<file path="src/include/vid_rx_cfg.svh">
`ifndef VID_RX_CFG_SVH
`define VID_RX_CFG_SVH

// ======================================================================
// receiver sizing
// ======================================================================

// channel count and pixel bus
`define VR_NUM_CHAN   4
`define VR_PIX_W      18

// row / column counters
`define VR_CNT_W      10

// line ram, words per bank and address width
`define VR_RAM_DEPTH  100
`define VR_ADDR_W     7

// tap direction
// 0 all forward, 1 all reverse, 2 lower half forward and upper half reverse
`define VR_HEAD_DIR   2

`endif

</file>
<file path="src/design/vid_rx_pkg.sv">
`default_nettype none

`include "vid_rx_cfg.svh"

package vid_rx_pkg;

    // frame state machine
    typedef enum logic [1:0] {
        ST_IDLE = 2'd0,  // waiting for first line of a frame
        ST_REC  = 2'd1,  // active video
        ST_NXT  = 2'd2   // between lines
    } rx_state_e;

    // crop window, inclusive bounds
    typedef struct packed {
        logic [`VR_CNT_W-1:0] row_start;
        logic [`VR_CNT_W-1:0] row_end;
        logic [`VR_CNT_W-1:0] col_start;
        logic [`VR_CNT_W-1:0] col_end;
    } win_cfg_t;

    // front end -> every writer, one cycle after the input sample
    typedef struct packed {
        logic                 win;         // pixel inside crop window
        logic                 line_start;  // first active cycle of a line
        logic                 bank;        // write bank
        logic [`VR_ADDR_W:0]  width;       // crop width in pixels
    } line_ctl_t;

    // measurements seen from outside
    typedef struct packed {
        logic [`VR_CNT_W-1:0] active_len;  // active cycles, last line
        logic [`VR_CNT_W-1:0] line_len;    // hblank rise to rise
        logic [`VR_CNT_W-1:0] row_cnt;
        logic                 frame_done;  // single pulse
    } line_stat_t;

    // one channel write
    typedef struct packed {
        logic                 we;
        logic                 bank;
        logic [`VR_ADDR_W-1:0] addr;
        logic [`VR_PIX_W-1:0] pix;
    } wr_req_t;

    // external read port
    typedef struct packed {
        logic [$clog2(`VR_NUM_CHAN)-1:0] chan;
        logic                            bank;
        logic [`VR_ADDR_W-1:0]           addr;
    } rd_req_t;

endpackage

`default_nettype wire

</file>
<file path="src/design/rx_timing.sv">
`default_nettype none
`timescale 1ns/1ps

`include "vid_rx_cfg.svh"

module rx_timing (
    input  logic                                    ch_clk,
    input  logic                                    rst_n,
    input  logic                                    hblank_in,
    input  logic                                    vblank_in,
    input  logic                                    active_video_in,
    input  vid_rx_pkg::win_cfg_t                    win,
    input  logic [`VR_NUM_CHAN-1:0][`VR_PIX_W-1:0]  pix_in,
    output vid_rx_pkg::line_ctl_t                   ctl,
    output logic [`VR_NUM_CHAN-1:0][`VR_PIX_W-1:0]  pix_d,
    output vid_rx_pkg::line_stat_t                  stat
);
    import vid_rx_pkg::*;

    rx_state_e            cur_state;
    rx_state_e            next_state;
    logic                 active_d;     // history for edge detect
    logic                 hblank_d;
    logic                 act_rise;
    logic                 hblank_rise;
    logic                 line_end;     // falling edge of active video
    logic [`VR_CNT_W-1:0] col_cnt;      // column of current active sample
    logic [`VR_CNT_W-1:0] row_cnt;
    logic [`VR_CNT_W-1:0] row_now;
    logic [`VR_CNT_W-1:0] active_len;
    logic [`VR_CNT_W-1:0] per_cnt;      // cycles since last hblank rise
    logic [`VR_CNT_W-1:0] line_len;
    logic [`VR_CNT_W-1:0] crop_w;
    logic                 row_hit;
    logic                 col_hit;
    logic                 win_now;
    logic                 line_hit;     // this line touched the window
    logic                 bank_flag;
    logic                 frame_end_q;
    logic                 frame_done;

    // ==================================================================
    // sync edges and frame fsm
    // ==================================================================
    always_ff @(posedge ch_clk) begin
        if (!rst_n) begin
            active_d <= 1'b0;
            hblank_d <= 1'b1;  // no fake rise out of reset
        end else begin
            active_d <= active_video_in;
            hblank_d <= hblank_in;
        end
    end

    assign act_rise    = active_video_in && !active_d;
    assign hblank_rise = hblank_in && !hblank_d;
    assign line_end    = (cur_state == ST_REC) && !active_video_in;

    always_comb begin
        next_state = cur_state;
        case (cur_state)
            ST_IDLE: begin
                if (active_video_in) next_state = ST_REC;
            end
            ST_REC: begin
                if (!active_video_in) next_state = vblank_in ? ST_IDLE : ST_NXT;  // vblank ends frame
            end
            ST_NXT: begin
                if (active_video_in) next_state = ST_REC;
            end
            default: next_state = ST_IDLE;
        endcase
    end

    always_ff @(posedge ch_clk) begin
        if (!rst_n) cur_state <= ST_IDLE;
        else        cur_state <= next_state;
    end

    // ==================================================================
    // counters and measurements
    // ==================================================================
    // first line of a new frame is row 0 even before row_cnt clears
    assign row_now = (cur_state == ST_IDLE) ? '0 : row_cnt;

    always_ff @(posedge ch_clk) begin
        if (!rst_n) begin
            col_cnt    <= '0;
            row_cnt    <= '0;
            active_len <= '0;
        end else begin
            if (active_video_in) col_cnt <= col_cnt + 1'b1;
            else                 col_cnt <= '0;  // ready for next line
            if (line_end) begin
                active_len <= col_cnt;           // count of active cycles
                row_cnt    <= row_cnt + 1'b1;
            end else if (cur_state == ST_IDLE && active_video_in) begin
                row_cnt <= '0;                   // new frame, keep last count until now
            end
        end
    end

    // line period, hblank rise to rise
    always_ff @(posedge ch_clk) begin
        if (!rst_n) begin
            per_cnt  <= '0;
            line_len <= '0;
        end else if (hblank_rise) begin
            line_len <= per_cnt;
            per_cnt  <= 1;
        end else begin
            per_cnt <= per_cnt + 1'b1;
        end
    end

    // ==================================================================
    // crop window and bank
    // ==================================================================
    assign row_hit = (row_now >= win.row_start) && (row_now <= win.row_end);
    assign col_hit = (col_cnt >= win.col_start) && (col_cnt <= win.col_end);
    assign win_now = (next_state == ST_REC) && row_hit && col_hit;
    assign crop_w  = win.col_end - win.col_start + 1'b1;

    always_ff @(posedge ch_clk) begin
        if (!rst_n) begin
            line_hit  <= 1'b0;
            bank_flag <= 1'b1;
        end else begin
            if (line_end)     line_hit <= 1'b0;
            else if (win_now) line_hit <= 1'b1;
            if (cur_state == ST_IDLE)     bank_flag <= 1'b1;  // every frame starts on bank 1
            else if (line_end && line_hit) bank_flag <= ~bank_flag;
        end
    end

    always_ff @(posedge ch_clk) begin
        if (!rst_n) begin
            ctl <= '{win: 1'b0, line_start: 1'b0, bank: 1'b1, width: '0};
        end else begin
            ctl <= '{win:        win_now,
                     line_start: act_rise,
                     bank:       bank_flag,
                     width:      crop_w[`VR_ADDR_W:0]};
        end
    end

    always_ff @(posedge ch_clk) begin
        pix_d <= pix_in;  // stays aligned with ctl
    end

    // frame_done one cycle after idle entry
    always_ff @(posedge ch_clk) begin
        if (!rst_n) begin
            frame_end_q <= 1'b0;
            frame_done  <= 1'b0;
        end else begin
            frame_end_q <= line_end && vblank_in;
            frame_done  <= frame_end_q;
        end
    end

    assign stat = '{active_len: active_len,
                    line_len:   line_len,
                    row_cnt:    row_cnt,
                    frame_done: frame_done};

endmodule

`default_nettype wire

</file>
<file path="config.mk">
export PLATFORM = sky130hd
export DESIGN_NAME = rx_timing
export DESIGN_NICKNAME = d
export VERILOG_FILES = /design/src/design/vid_rx_pkg.sv /design/src/design/rx_timing.sv
export VERILOG_INCLUDE_DIRS = /design/src /design/src/include
export SDC_FILE = /design/constraint.sdc
export NUM_CORES = 1
export LEC_CHECK = 0
export BUFFER_PORTS_ARGS = -buffer_cell sky130_fd_sc_hd__buf_2
export CAP_MARGIN = 20
export CORE_MARGIN = 3
export CORE_UTILIZATION = 51
export DETAILED_ROUTE_END_ITERATION = 6
export GPL_TIMING_DRIVEN = 0
export PLACE_DENSITY = 0.85
export SETUP_SLACK_MARGIN = 0.05
export SLEW_MARGIN = 10
export SYNTH_ARGS = -nofsm -noshare
export SYNTH_HDL_FRONTEND = slang
export SYNTH_SLANG_ARGS = --single-unit
export TNS_END_PERCENT = 30
</file>
<file path="constraint.sdc">
create_clock -name ch_clk -period 6.53 [get_ports ch_clk]
set_clock_uncertainty 0.1 [all_clocks]
set_input_delay 1.6325 -clock ch_clk [delete_from_list [all_inputs] [get_ports ch_clk]]
set_output_delay 1.6325 -clock ch_clk [all_outputs]
set_load 0.05 [all_outputs]
</file>
==> qor.json <==
{
  "outcome": {
    "status": "complete, no violations"
  },
  "synthesis": {
    "postSynthCellCount": 533,
    "post_synth.cell_area_avg_um2": 9.984,
    "mappedNetlistNets": 705,
    "yosys_most_used_dff": "dfxtp_1",
    "synth.lib_cells_used.distinct": 52,
    "synth_warnings": 0,
    "synth_enable_flop_cells": 0,
    "seq_area_frac_synth": 0.5304,
    "post-synth-top-area-fraction": 0.5304,
    "cell_accounting_for_the_most_synthesized_area": "dfxtp_1",
    "synthesis.area_mm2": 0.005321,
    "netlist_top_cells_area": "dfxtp_1 (53%), ha_1 (13%), a21oi_1 (4.5%)",
    "synthArstFlopShare": 0,
    "ys_ff_latch": 141
  },
  "cells_and_area": {
    "drive_above_1_share": 0.3455,
    "syn_to_final_growth_pct": 35.60,
    "final_nets": 953,
    "final_core_utilization": 0.7249,
    "instances_no_fill": 927
  },
  "sta": {
    "maxClockFrequency_mhz": 293.5,
    "post-route-min-period_ns": 3.407,
    "slew-limit-headroom": 0.5572,
    "fin_tns_setup_ns": 0,
    "max_slew.worst_pin.slew_ns": 0.6474,
    "fin_crit_sh": 0.5217,
    "unrepaired_setup_endpoints_after_global_routing": "false",
    "report.final.hold_viol_count": 0,
    "slew_violations": 0,
    "setup-violations-final": 0
  },
  "clock_network": {
    "insertion_delay_ns": 0.50,
    "clock_root_buffer_master": "clkbuf_8",
    "postCtsSetupRepairBufs": 0,
    "cts_num_sinks": 141,
    "cts-htree-levels": 4,
    "cts_max_path_buffers": 2,
    "cts.hold.buffers_added": 0,
    "number_of_instances_resized_during_post_cts_repair": 0,
    "clk_pin_slew_worst_paths_ns": 0.06,
    "cts_buffers": 17,
    "tritoncts": "done"
  },
  "detailed_routing": {
    "via_count": 4738,
    "detail_route.wirelength_mm": 14.90,
    "ant_nets": 0,
    "initialDrtViolationCount": 201,
    "drc_errors": 0,
    "drt-pass1-iter-count": 5,
    "wire_per_inst_um": 16.07,
    "drt-vias-per-instance": 5.111
  },
  "pwr": {
    "total_leakage_power_nw": 3.640,
    "worst_voltage_drop_across_the_vdd_grid_mv": 0.2131,
    "powerDensity_mw_per_mm2": 292.2
  },
  "global_routing": {
    "overflow": 0,
    "grt_pass1_vias": 4703,
    "antenna_found_initial": 3,
    "wire_length_of_the_first_global_routing_pass_mm": 22.69,
    "maximum_number_of_pins_on_one_net_before_global_route_repair": 17,
    "grt_usage": 0.2516
  },
  "placed_design": {
    "placed_cells_incl_taps": 895,
    "gp_congestion": 0.8900,
    "port_buffers": 229,
    "hpwl_mm": 11.88
  },
  "critical_path": {
    "timing.critical_path.fanout_max": 2,
    "worst_setup_path_end_kind": "register",
    "critPathKind": "in -> reg",
    "critical-path-top-cell-by-count": "inv_1",
    "critical_path.slowest_cell": "fa_1",
    "setup.worst_path.start_class": "input pin",
    "critical-path-top-delay-family": "adder cells",
    "cp_cell_sequence": "buf_2 -> inv_1 -> ha_1 -> inv_1 -> ha_1 -> inv_1 -> fa_1 -> nor2b_1 -> o21ai_0 -> a21oi_1 -> o21ai_0 -> and3_1 -> o21a_1",
    "cp_slowest_stage_delay_ns": 0.39,
    "worst-endpoint-required_ns": 6.82,
    "crit_buf_inv": 4,
    "worstPathArrival_ns": 3.70
  },
  "worst_hold_path": {
    "hp-class": "reg -> reg"
  },
  "die": {
    "start_util": 0.5346,
    "core_area_mm2": 0.009955,
    "die_area_mm2": 0.01170,
    "core.rowCount": 36,
    "die-height_um": 108.1,
    "boundaryPins": 231,
    "die_x_um": 108.1
  },
  "flow_run": {
    "maxCapViolations": 0
  }
}
final cells by class:
| class | instances | area [µm²] |
|---|---|---|
| diodes | 1 | 2.502 |
| plain buffers | 15 | 68.82 |
| clock buffers | 18 | 427.9 |
| clock inverters | 13 | 151.4 |
| fillers | 720 | 2739 |
| inverters | 53 | 198.9 |
| multi-input cells | 324 | 2231 |
| flip-flops and latches | 141 | 2823 |
| well taps | 133 | 166.4 |
| repair buffers | 229 | 1146 |
report_power, final:
group          total (mW)  internal, mW  switching, mW
logic               0.268        0.0773          0.190
clock network       0.933         0.561          0.373
registers           0.907         0.896         0.0119
total                2.11          1.53          0.575
kinds of logic (layout without fill, tap and decap cells):
group,count (synthesis),after routing,share of synthesized area
muxes,2,2,0.004937
DFF,141,141,0.5304
AOI/OAI and AO/OA,90,90,0.1006
buffers and inverters,68,328,0.05032
adders and majority gates,55,55,0.1307
and+or+nand+nor,158,158,0.1517
xor gates and xnor gates,19,19,0.03127
other,0,1,0
cells in the final DEF (no fill, tap or decap), types with 12 or more instances in the layout:
cell	count
clkbuf_16	16
nor2_1	26
inv_1	53
dfxtp_1	141
buf_2	230
nand2_1	58
a21oi_1	48
o21ai_0	12
ha_1	54
worst paths after layout:
path	startpoint	end	slack, ns	depth (start not counted)
setup / recovery	win[1]	ctl[7]$_SDFF_PN0_	3.12	13
hold / removal	active_d$_SDFF_PN0_	ctl[9]$_SDFF_PN0_	0.31	1
setup reg to reg	cur_state[1]$_SDFF_PN0_	line_hit$_SDFFE_PP0P_	3.63	11
hold reg to reg	active_d$_SDFF_PN0_	ctl[9]$_SDFF_PN0_	0.31	1
metal layers:
metal  track usage  part of all wire  vias up
met5             0            0.0018        -
met4       0.09107             0.017        4
met3       0.07403             0.070       27
met2        0.4254              0.50      165
met1        0.3047              0.41     2243
li1              -                 -     2299
registers in the layout, indices dropped and copies added, names as in the netlist:
register and cells:
pix_d 72, ctl 11, active_len 10, col_cnt 10, line_len 10, per_cnt 10, row_cnt 10, cur_state 2
active_d 1, bank_flag 1, frame_done 1, frame_end_q 1, hblank_d 1, line_hit 1
metrics by stage:
stage / total power, mW / setup WS, ns / hold WS [ns] / area [µm²]
2_1_floorplan: 1.101 / 2.963 / 0.2682 / 5321
3_3_place_gp: 1.184 / 2.700 / 0.2783 / 6634
3_5_place_dp: 1.193 / 2.653 / 0.3085 / 6634
4_1_cts: 2.120 / 3.172 / 0.3159 / 7213
5_1_grt: 2.183 / 2.947 / 0.3272 / 7213
6_report: 2.108 / 3.123 / 0.3078 / 7216
cell usage after synthesis, types with 2 or more instances:
cell type	count
or3_1	7
inv_1	53
nor2b_1	10
o21ai_0	12
a21o_1	6
nand3_1	11
nand2_1	58
xor2_1	11
nor2_1	26
nand4_1	6
ha_1	54
nor3_1	8
a221oi_1	2
nand3b_1	2
o31ai_1	2
o211ai_1	2
a211oi_1	3
and2_1	4
and4_1	2
xnor2_1	8
o2111ai_1	3
clkbuf_1	11
a31oi_1	3
dfxtp_1	141
and3_1	10
a21oi_1	48
nand2b_1	5
Power figures use the tool's default switching activity.
