$ cat src/include/vid_rx_cfg.svh
`ifndef VID_RX_CFG_SVH
`define VID_RX_CFG_SVH

// ======================================================================
// receiver sizing
// ======================================================================

// channel count and pixel bus
`define VR_NUM_CHAN   4
`define VR_PIX_W      18

// row / column counters
`define VR_CNT_W      10

// line ram, words per bank and address width
`define VR_RAM_DEPTH  100
`define VR_ADDR_W     7

// tap direction
// 0 all forward, 1 all reverse, 2 lower half forward and upper half reverse
`define VR_HEAD_DIR   2

`endif

$ cat src/design/vid_rx_pkg.sv
`default_nettype none

`include "vid_rx_cfg.svh"

package vid_rx_pkg;

    // frame state machine
    typedef enum logic [1:0] {
        ST_IDLE = 2'd0,  // waiting for first line of a frame
        ST_REC  = 2'd1,  // active video
        ST_NXT  = 2'd2   // between lines
    } rx_state_e;

    // crop window, inclusive bounds
    typedef struct packed {
        logic [`VR_CNT_W-1:0] row_start;
        logic [`VR_CNT_W-1:0] row_end;
        logic [`VR_CNT_W-1:0] col_start;
        logic [`VR_CNT_W-1:0] col_end;
    } win_cfg_t;

    // front end -> every writer, one cycle after the input sample
    typedef struct packed {
        logic                 win;         // pixel inside crop window
        logic                 line_start;  // first active cycle of a line
        logic                 bank;        // write bank
        logic [`VR_ADDR_W:0]  width;       // crop width in pixels
    } line_ctl_t;

    // measurements seen from outside
    typedef struct packed {
        logic [`VR_CNT_W-1:0] active_len;  // active cycles, last line
        logic [`VR_CNT_W-1:0] line_len;    // hblank rise to rise
        logic [`VR_CNT_W-1:0] row_cnt;
        logic                 frame_done;  // single pulse
    } line_stat_t;

    // one channel write
    typedef struct packed {
        logic                 we;
        logic                 bank;
        logic [`VR_ADDR_W-1:0] addr;
        logic [`VR_PIX_W-1:0] pix;
    } wr_req_t;

    // external read port
    typedef struct packed {
        logic [$clog2(`VR_NUM_CHAN)-1:0] chan;
        logic                            bank;
        logic [`VR_ADDR_W-1:0]           addr;
    } rd_req_t;

endpackage

`default_nettype wire

$ cat src/design/chan_writer.sv
`default_nettype none
`timescale 1ns/1ps

`include "vid_rx_cfg.svh"

module chan_writer #(
    parameter int CHAN = 0  // channel index, picks the tap direction
) (
    input  logic                  ch_clk,
    input  logic                  rst_n,
    input  vid_rx_pkg::line_ctl_t ctl,
    input  logic [`VR_PIX_W-1:0]  pix,
    output vid_rx_pkg::wr_req_t   wr
);

    // ==================================================================
    // direction, fixed at elaboration
    // ==================================================================
    // a single channel never counts down in split mode
    localparam bit REVERSE = (`VR_HEAD_DIR == 1) ||
                             ((`VR_HEAD_DIR == 2) && (`VR_NUM_CHAN > 1) &&
                              (CHAN >= `VR_NUM_CHAN / 2));

    logic [`VR_ADDR_W:0]   width_m1;
    logic [`VR_ADDR_W-1:0] start_addr;  // first address of a line
    logic [`VR_ADDR_W-1:0] cur_addr;    // address for this cycle
    logic [`VR_ADDR_W-1:0] addr_cnt;
    logic                  we_q;
    logic                  bank_q;
    logic [`VR_ADDR_W-1:0] addr_q;
    logic [`VR_PIX_W-1:0]  pix_q;

    assign width_m1   = ctl.width - 1'b1;
    assign start_addr = REVERSE ? width_m1[`VR_ADDR_W-1:0] : '0;

    // line_start and win coincide when col_start is 0
    assign cur_addr = ctl.line_start ? start_addr : addr_cnt;

    // ==================================================================
    // address counter
    // ==================================================================
    always_ff @(posedge ch_clk) begin
        if (!rst_n) begin
            we_q     <= 1'b0;
            addr_cnt <= '0;
        end else begin
            we_q <= ctl.win;
            if (ctl.win) begin
                // step past the word written this cycle
                addr_cnt <= REVERSE ? cur_addr - 1'b1 : cur_addr + 1'b1;
            end else if (ctl.line_start) begin
                addr_cnt <= start_addr;  // window opens later in the line
            end
        end
    end

    // write payload
    always_ff @(posedge ch_clk) begin
        addr_q <= cur_addr;
        bank_q <= ctl.bank;  // passed straight through
        pix_q  <= pix;
    end

    assign wr = '{we:   we_q,
                  bank: bank_q,
                  addr: addr_q,
                  pix:  pix_q};

endmodule

`default_nettype wire

$ cat config.mk
export PLATFORM = sky130hd
export DESIGN_NAME = chan_writer
export DESIGN_NICKNAME = d
export VERILOG_FILES = /design/src/design/vid_rx_pkg.sv /design/src/design/chan_writer.sv
export VERILOG_INCLUDE_DIRS = /design/src /design/src/include
export SDC_FILE = /design/constraint.sdc
export NUM_CORES = 1
export LEC_CHECK = 0
export BUFFER_PORTS_ARGS = -buffer_cell sky130_fd_sc_hd__buf_2
export CORE_UTILIZATION = 43
export DETAILED_ROUTE_END_ITERATION = 6
export GPL_TIMING_DRIVEN = 0
export PLACE_DENSITY = 0.89
export SYNTH_ARGS = -nofsm -noshare
export SYNTH_HDL_FRONTEND = slang
export SYNTH_SLANG_ARGS = --single-unit
$ cat constraint.sdc
create_clock -name ch_clk -period 2.9 [get_ports ch_clk]
set_input_delay 0.58 -clock ch_clk [delete_from_list [all_inputs] [get_ports ch_clk]]
set_output_delay 0.58 -clock ch_clk [all_outputs]
set_load 0.01 [all_outputs]
==> flow_summary.json, run 1 <==
{
  "place_area_um2": 1230,
  "totalWireLength_mm": 1.66,
  "avgSynthCellArea_um2": 13.7,
  "fillers": 168,
  "synth_top_cell_area_share_pct": 71.8,
  "max_freq_ghz": 0.585,
  "tns_ns": 0,
  "start_kind": "primary input",
  "grt_pass1_wl_mm": 2.70,
  "ant_nets": 0,
  "drc": 0,
  "drv_slew": 0,
  "fp.dieW_um": 49.0,
  "grt_usage_pct": 15.5,
  "holdWs_ns": 0.359,
  "crit_slowest_cell": "or4_1",
  "via_per_inst": 4.41,
  "min_from": "pix[6]",
  "yosys_register_bits": 34,
  "rsz0062_at_grt": "no",
  "place_ws_ns": 0.842,
  "synthMuxAreaShare_pct": 1.06,
  "met3_usage_pct": 7.79,
  "synthArstFlopShare_pct": 0,
  "finalSetupViolCount": 0,
  "yosysSeqAreaShare_pct": 71.8,
  "relSlewSlack_pct": 85.6,
  "netlist_top_cells_count": "dfxtp_1, and2b_1, nor2b_1",
  "htreeDepth": 2,
  "power.density_nw_per_um2": 618,
  "max_cap_violations": 0,
  "synthSimpleGateAreaFrac_pct": 16.1,
  "dp_hpwl_mm": 1.30,
  "hold_class": "in2reg",
  "synth_area_leaders": "dfxtp_1, and2b_1, nor2b_1",
  "synth_top_family_by_area": "simple AND/OR/NAND/NOR gates",
  "wl_per_cell_um": 10.9,
  "r2r_cells": 5,
  "antenna_found_initial": 0,
  "layout-drive-gt1-share_pct": 47.6,
  "stdcell_count": 153,
  "path_class": "in2reg",
  "finalCritPeriodShare_pct": 58.9,
  "synth_largest_area_cell": "dfxtp_1",
  "synth_edf_count": 0,
  "clk_latency_ns": 0.32,
  "rr_startpoint": "addr_cnt[0]",
  "yosysUniqueCellTypes": 23,
  "power_mw": 0.796,
  "synth_nets": 101,
  "synth-compound-area-share_pct": 4.22,
  "finalHoldViolations": 0,
  "finalCriticalPeriod_ns": 1.71,
  "post_cts_buffers": 0,
  "critPathBufInv": 2,
  "synth_ff_type": "dfxtp_1",
  "n_antenna_cell": 0,
  "fin_util_pct": 63.7,
  "cp.arrival_ns": 1.97,
  "io_buffers": 49,
  "met2_usage_pct": 25.0,
  "place_inst": 145,
  "cts.sinks": 34,
  "worst_ep_required_time_ns": 3.16,
  "clock_path_buffers": 2,
  "synth_cells": 69,
  "fin_skew_ns": 0.00620,
  "tightest_slew_ns": 0.215,
  "synth_fa_ha_area_share_pct": 1.32,
  "pin_count": 58,
  "ctsResizeCount": 0,
  "hold_depth": 1,
  "gp_congestion": 0.739,
  "grt_pass1_vias": 609,
  "drt_iter0_markers": 2,
  "grt-ovfl-total": 0,
  "netlist_area_um2": 948,
  "cts_tree": "yes",
  "crit_family": "simple AND/OR/NAND/NOR gates",
  "synth_xor_area_share_pct": 2.77,
  "cts_hold_buf": 0,
  "path_max_fanout": 10,
  "hold_end": "pix_q[6]",
  "crit_path_end_kind": "flop",
  "stdcell_area_um2": 1290,
  "start_util_pct": 46.9,
  "clk_pin_slew_worst_paths_ns": 0.09,
  "status": "finished clean",
  "p_leak_nw": 0.655,
  "drtPass1Iterations": 3,
  "yosysWarnings": 0,
  "slowest_delay_ns": 0.49,
  "cts_root_buf": "clkbuf_4",
  "dieArea_um2": 2400,
  "ir_drop_mv": 0.335,
  "core_area_um2": 2020,
  "reg2reg_to": "addr_cnt[6]",
  "std_cell_rows": 16,
  "die_h_um": 49.0,
  "top_usage_layer": "met2",
  "r2r_slack_ns": 1.39,
  "vias": 674,
  "use_met1_pct": 17.6,
  "synth.most_common_cell": "dfxtp_1",
  "area_growth_pct": 35.8,
  "crit_chain": "buf_2, buf_6, and2b_1, ha_1, nand2_1, or4_1, a21boi_1",
  "layout.nets": 157,
  "finalWorstSetupSlack_ns": 1.19,
  "grt_start_max_net_pins": 11,
  "cts_buffers": 5
}
[final cells by class]
class                   instances  area, um^2  share of cell area, %
clock buffers                   7        55.1                   4.28
multi-input cells              32         241                   18.8
flip-flops and latches         34         681                   52.9
repair buffers                 49         245                   19.0
plain buffers                   3        26.3                   2.04
clock inverters                 1        5.00                  0.389
well taps                      27        33.8                   2.62
[layout by cell type (no fill, tap or decap)]
cell type,count
a21boi_0,2
a21boi_1,1
and2_1,3
and2b_1,4
buf_2,49
buf_4,2
buf_6,1
clkbuf_1,1
clkbuf_4,5
clkbuf_8,1
clkinv_2,1
dfxtp_1,34
ha_1,1
mux2i_1,1
nand2_1,1
nand3_1,1
nand3b_1,1
nand3b_4,1
nand4_1,1
nand4b_1,1
nor2b_1,4
nor3b_1,1
o21ai_0,2
o31ai_1,1
or3_1,2
or4_1,1
xnor2_1,1
xor2_1,2
[per-layer routing]
layer,vias to the layer above,part of all wire [%]
met4,0,1.2
met1,289,46
met5,-,0
met3,3,9.0
li1,339,-
met2,43,44
[registers in the layout (all words and copies together) (netlist names)]
| signal | flops |
|---|---|
| pix_q | 18 |
| bank_q | 1 |
| addr_cnt | 7 |
| addr_q | 7 |
| we_q | 1 |
[worst reg2reg max path: stages (launching register included)]
cell and delay, ns:
dfxtp_1 0.35, and2b_1 0.18, ha_1 0.16, nand2_1 0.12, or4_1 0.49, a21boi_1 0.15
[where the power goes]
group / leakage, nW / total (mW) / switching [mW] / internal (mW)
registers: 0.282 / 0.488 / 0.00428 / 0.484
clock network: 0.0353 / 0.256 / 0.138 / 0.117
logic: 0.338 / 0.0518 / 0.0232 / 0.0286
total: 0.655 / 0.796 / 0.166 / 0.630
[cell families after synthesis]
| logic type | count (synthesis) |
|---|---|
| fa+ha+maj | 1 |
| simple gates | 21 |
| flops | 34 |
| xor+xnor | 3 |
| compound gates | 6 |
| buf+inv | 3 |
| mux | 1 |
[how the worst max path moves through the flow]
stage / startpoint / endpoint / slack (ns) / cells past startpoint
global route: ctl[9] / addr_cnt[6] / 1.11 / 7
finish: ctl[9] / addr_cnt[6] / 1.19 / 7
global placement: ctl[9] / addr_cnt[6] / 0.89 / 7
CTS: ctl[9] / addr_cnt[6] / 1.18 / 7
detailed placement: ctl[9] / addr_cnt[6] / 0.84 / 7
floorplan: ctl[9] / addr_cnt[6] / 1.09 / 6
Note: power is estimated with default switching activity, not from simulation.
==> run 2, diff against run 1 <==
Settings changed: CORE_UTILIZATION 43 to 40, PLACE_DENSITY 0.89 to 0.84.
Clock period 2.9 ns to 1.75 ns, I/O delays scaled along.
==> run 2 against run 1 <==
  * Cell count is 0.65% higher
  * First-iteration DRC count unchanged
  * Sequential power is 66% higher
  * Flip-flop and latch count is the same
  * Worst setup slack worse by 0.99 ns
  * Die area increased by 7.2%
  * Design area is 0.39% higher
  * Combinational power up 64%
  * Non-clock buffer count unchanged
  * Sequential share of layout area is 0.20 points lower
  * Register-to-register slack got worse by 1.2 ns
  * Global-route usage is 2.4 points lower
==> flow_summary.json, run 2 (same netlist as run 1, synthesis figures left out) <==
{
  "crit_slowest_cell": "or4_1",
  "largest_reg_flops": 18,
  "hold_end": "pix_q[8]",
  "p_leak_nw": 0.654,
  "power.density_nw_per_um2": 1030,
  "fin_skew_ns": 0.00227,
  "tightest_slew_ns": 0.216,
  "wl_met3_um": 148,
  "place_area_um2": 1230,
  "crit_path_end_kind": "flop",
  "ctsResizeCount": 0,
  "clk_latency_ns": 0.33,
  "worst_ep_required_time_ns": 2.01,
  "cts_buffers": 5,
  "ir_drop_mv": 0.564,
  "n_antenna_cell": 0,
  "pin_count": 58,
  "cts_hold_buf": 0,
  "antenna_found_initial": 0,
  "crit_chain": "and2b_1, ha_1, nand2_1, or4_1, a21boi_1",
  "io_buffers": 49,
  "reg2reg_to": "addr_cnt[6]",
  "start_kind": "flop",
  "cp.arrival_ns": 1.81,
  "layout_common_cells": "buf_2, dfxtp_1, clkbuf_4",
  "wl_met1_um": 625,
  "rr_startpoint": "addr_cnt[0]",
  "dp_hpwl_mm": 1.15,
  "grt_pass1_vias": 581,
  "die_h_um": 50.7,
  "slowest_delay_ns": 0.51,
  "layout-drive-gt1-share_pct": 48.4,
  "min_from": "pix[8]",
  "clock_path_buffers": 2,
  "path_max_fanout": 5,
  "max_cap_violations": 0,
  "reg_top3": "pix_q x18, addr_cnt x7, addr_q x7",
  "cts_root_buf": "clkbuf_4",
  "core_area_um2": 2230,
  "finalSetupViolCount": 0,
  "path_class": "reg2reg",
  "ant_nets": 0,
  "drt_iter0_markers": 2,
  "finalCritPeriodShare_pct": 88.6,
  "power_mw": 1.33,
  "layout_commonest_cell": "buf_2",
  "cts_tree": "yes",
  "drv_slew": 0,
  "drtPass1Iterations": 3,
  "top_layer": "met4",
  "drc": 0,
  "grt_usage_pct": 13.1,
  "cts.sinks": 34,
  "std_cell_rows": 17,
  "place_inst": 146,
  "gp_congestion": 0.699,
  "max_freq_ghz": 0.645,
  "grt_start_max_net_pins": 12,
  "largest_register": "pix_q",
  "fp.dieW_um": 50.7,
  "r2r_cells": 5,
  "r2r_slack_ns": 0.20,
  "layout.nets": 157,
  "vias": 662,
  "stdcell_count": 154,
  "stdcell_area_um2": 1290,
  "wl_per_cell_um": 9.92,
  "grt-ovfl-total": 0,
  "via_per_inst": 4.30,
  "dieArea_um2": 2570,
  "finalCriticalPeriod_ns": 1.55,
  "post_cts_buffers": 0,
  "hold_class": "in2reg",
  "rsz0062_at_grt": "no",
  "hold_depth": 1,
  "totalWireLength_mm": 1.53,
  "clk_pin_slew_worst_paths_ns": 0.10,
  "grt_pass1_wl_mm": 2.30,
  "finalHoldViolations": 0,
  "relSlewSlack_pct": 85.6,
  "dr_wl_met2_um": 722,
  "status": "finished clean",
  "start_util_pct": 42.5,
  "htreeDepth": 2,
  "area_growth_pct": 36.3
}
[run 2: stage by stage]
stage | util [%] | setup TNS, ns | setup slack [ns] | hold WS, ns
2_1_floorplan | - | 0 | 0.172 | 0.378
3_3_place_gp | 55.0 | -0.0205 | -0.0205 | 0.452
3_5_place_dp | 55.0 | -0.118 | -0.118 | 0.454
4_1_cts | 57.9 | 0 | 0.175 | 0.0988
5_1_grt | 57.9 | 0 | 0.0582 | 0.0780
6_report | 57.9 | 0 | 0.200 | 0.114
[run 2: cell type report]
type | instances | area (um^2)
Clock inverter | 2 | 12.5
Multi-Input combinational cell | 32 | 241
Fill cell | 187 | 941
Sequential cell | 34 | 681
Timing Repair Buffer | 49 | 245
Tap cell | 28 | 35.0
Clock buffer | 6 | 51.3
Buffer | 3 | 26.3
[run 2: worst max-delay path by stage]
stage                     depth (start not counted)  slack [ns]           to   startpoint
after global routing                              5        0.06  addr_cnt[6]  addr_cnt[0]
after global placement                            7       -0.02  addr_cnt[6]       ctl[9]
after floorplan                                   6        0.17  addr_cnt[6]       ctl[9]
after detailed placement                          7       -0.12  addr_cnt[6]       ctl[9]
final                                             5        0.20  addr_cnt[6]  addr_cnt[0]
after CTS                                         5        0.18  addr_cnt[6]  addr_cnt[0]
[run 2: routing by layer]
layer	up-vias	track usage, %
met1	287	12.2
met4	0	8.33
li1	337	-
met3	3	9.39
met5	-	0
met2	35	20.4
[run 2: critical path: cells and delay by family (launching register included)]
kind	cells	cell delay [ns]
flops	1	0.35
simple gates	3	0.83
compound gates	1	0.16
fa+ha+maj	1	0.16
[run 2: power breakdown]
group / internal, mW / total, mW / switching [mW]
clock network: 0.193 / 0.442 / 0.249
logic: 0.0474 / 0.0849 / 0.0375
registers: 0.802 / 0.808 / 0.00654
total: 1.04 / 1.33 / 0.293
==> run 3, diff against run 2 <==
Settings changed: CORE_ASPECT_RATIO set to 1.5, SKIP_LAST_GASP set to 1.
==> run 3 against run 2 <==
  * Cell count down 3.2%
  * Critical path depth stayed put
  * Via count rose by 5.4%
  * Clock power rose by 0.9%
  * Die area up 0.14%
  * Design area is 0.48% lower
  * Register-to-register slack better by 0.03 ns
==> flow_summary.json, run 3 (same netlist as run 1, synthesis figures left out) <==
{
  "status": "finished clean",
  "grt_start_max_net_pins": 12,
  "worst_ep_required_time_ns": 2.01,
  "layout.nets": 157,
  "layout_common_cells": "buf_2, dfxtp_1, clkbuf_4",
  "ctsResizeCount": 0,
  "start_util_pct": 42.5,
  "rr_startpoint": "addr_cnt[1]",
  "cts_buffers": 5,
  "antenna_found_initial": 0,
  "die_h_um": 61.6,
  "stdcell_area_um2": 1290,
  "holdWs_ns": 0.105,
  "relSlewSlack_pct": 85.4,
  "rsz0062_at_grt": "no",
  "drv_slew": 0,
  "dp_hpwl_mm": 1.24,
  "place_inst": 141,
  "clk_pin_slew_worst_paths_ns": 0.10,
  "gp_congestion": 0.729,
  "ant_nets": 0,
  "grt-ovfl-total": 0,
  "start_kind": "flop",
  "register_area_um2": 681,
  "grt_pass1_wl_mm": 2.48,
  "layout_commonest_cell": "buf_2",
  "finalWorstSetupSlack_ns": 0.226,
  "finalHoldViolations": 0,
  "n_antenna_cell": 0,
  "crit_start": "addr_cnt[1]",
  "tightest_slew_ns": 0.218,
  "cts_tree": "yes",
  "stdcell_count": 149,
  "std_cell_rows": 21,
  "reg2reg_to": "addr_cnt[6]",
  "wl_per_cell_um": 10.9,
  "crit_path_end_kind": "flop",
  "place_area_um2": 1220,
  "cp.arrival_ns": 1.79,
  "clock_path_buffers": 2,
  "vias": 698,
  "max_cap_violations": 0,
  "dieArea_um2": 2570,
  "finalCritPeriodShare_pct": 87.1,
  "largest_reg_flops": 18,
  "drt_iter0_markers": 6,
  "layout-drive-gt1-share_pct": 48.4,
  "clk_latency_ns": 0.33,
  "worstSetupEndpoint": "addr_cnt[6]",
  "finalCriticalPeriod_ns": 1.52,
  "io_buffers": 49,
  "path_class": "reg2reg",
  "grt_pass1_vias": 601,
  "cts.sinks": 34,
  "path_max_fanout": 5,
  "max_freq_ghz": 0.656,
  "place_ws_ns": -0.0594,
  "area_growth_pct": 35.6,
  "drtPass1Iterations": 3,
  "htreeDepth": 2,
  "drc": 0,
  "power_mw": 1.34,
  "totalWireLength_mm": 1.62,
  "power.density_nw_per_um2": 1040,
  "r2r_slack_ns": 0.23,
  "fin_util_pct": 57.6,
  "r2r_cells": 5,
  "fp.dieW_um": 41.8,
  "ir_drop_mv": 0.782,
  "p_leak_nw": 0.654,
  "tns_ns": 0,
  "multi_input_area_um2": 241,
  "finalSetupViolCount": 0,
  "grt_usage_pct": 14.2,
  "via_per_inst": 4.68,
  "post_cts_buffers": 0,
  "largest_register": "pix_q",
  "core_area_um2": 2230,
  "fin_skew_ns": 0.00853,
  "pin_count": 58,
  "reg_top3": "pix_q x18, addr_cnt x7, addr_q x7",
  "cts_hold_buf": 0,
  "cts_root_buf": "clkbuf_4",
  "fillers": 197,
  "hold_class": "in2reg"
}
[run 3: critical path, stage by stage, from the launching register on]
cell and delay, ns:
dfxtp_1 0.36, and2b_1 0.18, ha_1 0.15, nand2_1 0.11, or4_1 0.48, a21boi_1 0.16
[run 3: area by class of cell]
cell class	instances	area share [%]
plain buffers	3	2.04
repair buffers	49	19.1
clock inverters	2	0.973
well taps	23	2.24
multi-input cells	32	18.8
clock buffers	6	3.99
flip-flops and latches	34	52.9
[run 3: worst min path at each step]
stage | slack [ns] | cells past startpoint | to | startpoint
2_1_floorplan | 0.38 | 0 | bank_q | ctl[8]
3_3_place_gp | 0.45 | 1 | pix_q[1] | pix[1]
3_5_place_dp | 0.45 | 1 | pix_q[4] | pix[4]
4_1_cts | 0.1 | 1 | pix_q[1] | pix[1]
5_1_grt | 0.07 | 1 | pix_q[8] | pix[8]
6_report | 0.11 | 1 | pix_q[11] | pix[11]
[run 3: where the power goes]
part | leakage (nW) | switching (mW) | internal (mW)
Clock | 0.0343 | 0.253 | 0.193
Sequential | 0.282 | 0.00704 | 0.802
Combinational | 0.338 | 0.0374 | 0.0474
[run 3: metal layers]
| metal | vias up | track usage, % | share of wire, % |
|---|---|---|---|
| met5 | - | 0 | 0 |
| met4 | 0 | 9.68 | 2.3 |
| met3 | 5 | 9.68 | 9.4 |
| met2 | 30 | 24.8 | 56 |
| met1 | 321 | 11.4 | 33 |
| li1 | 342 | - | - |
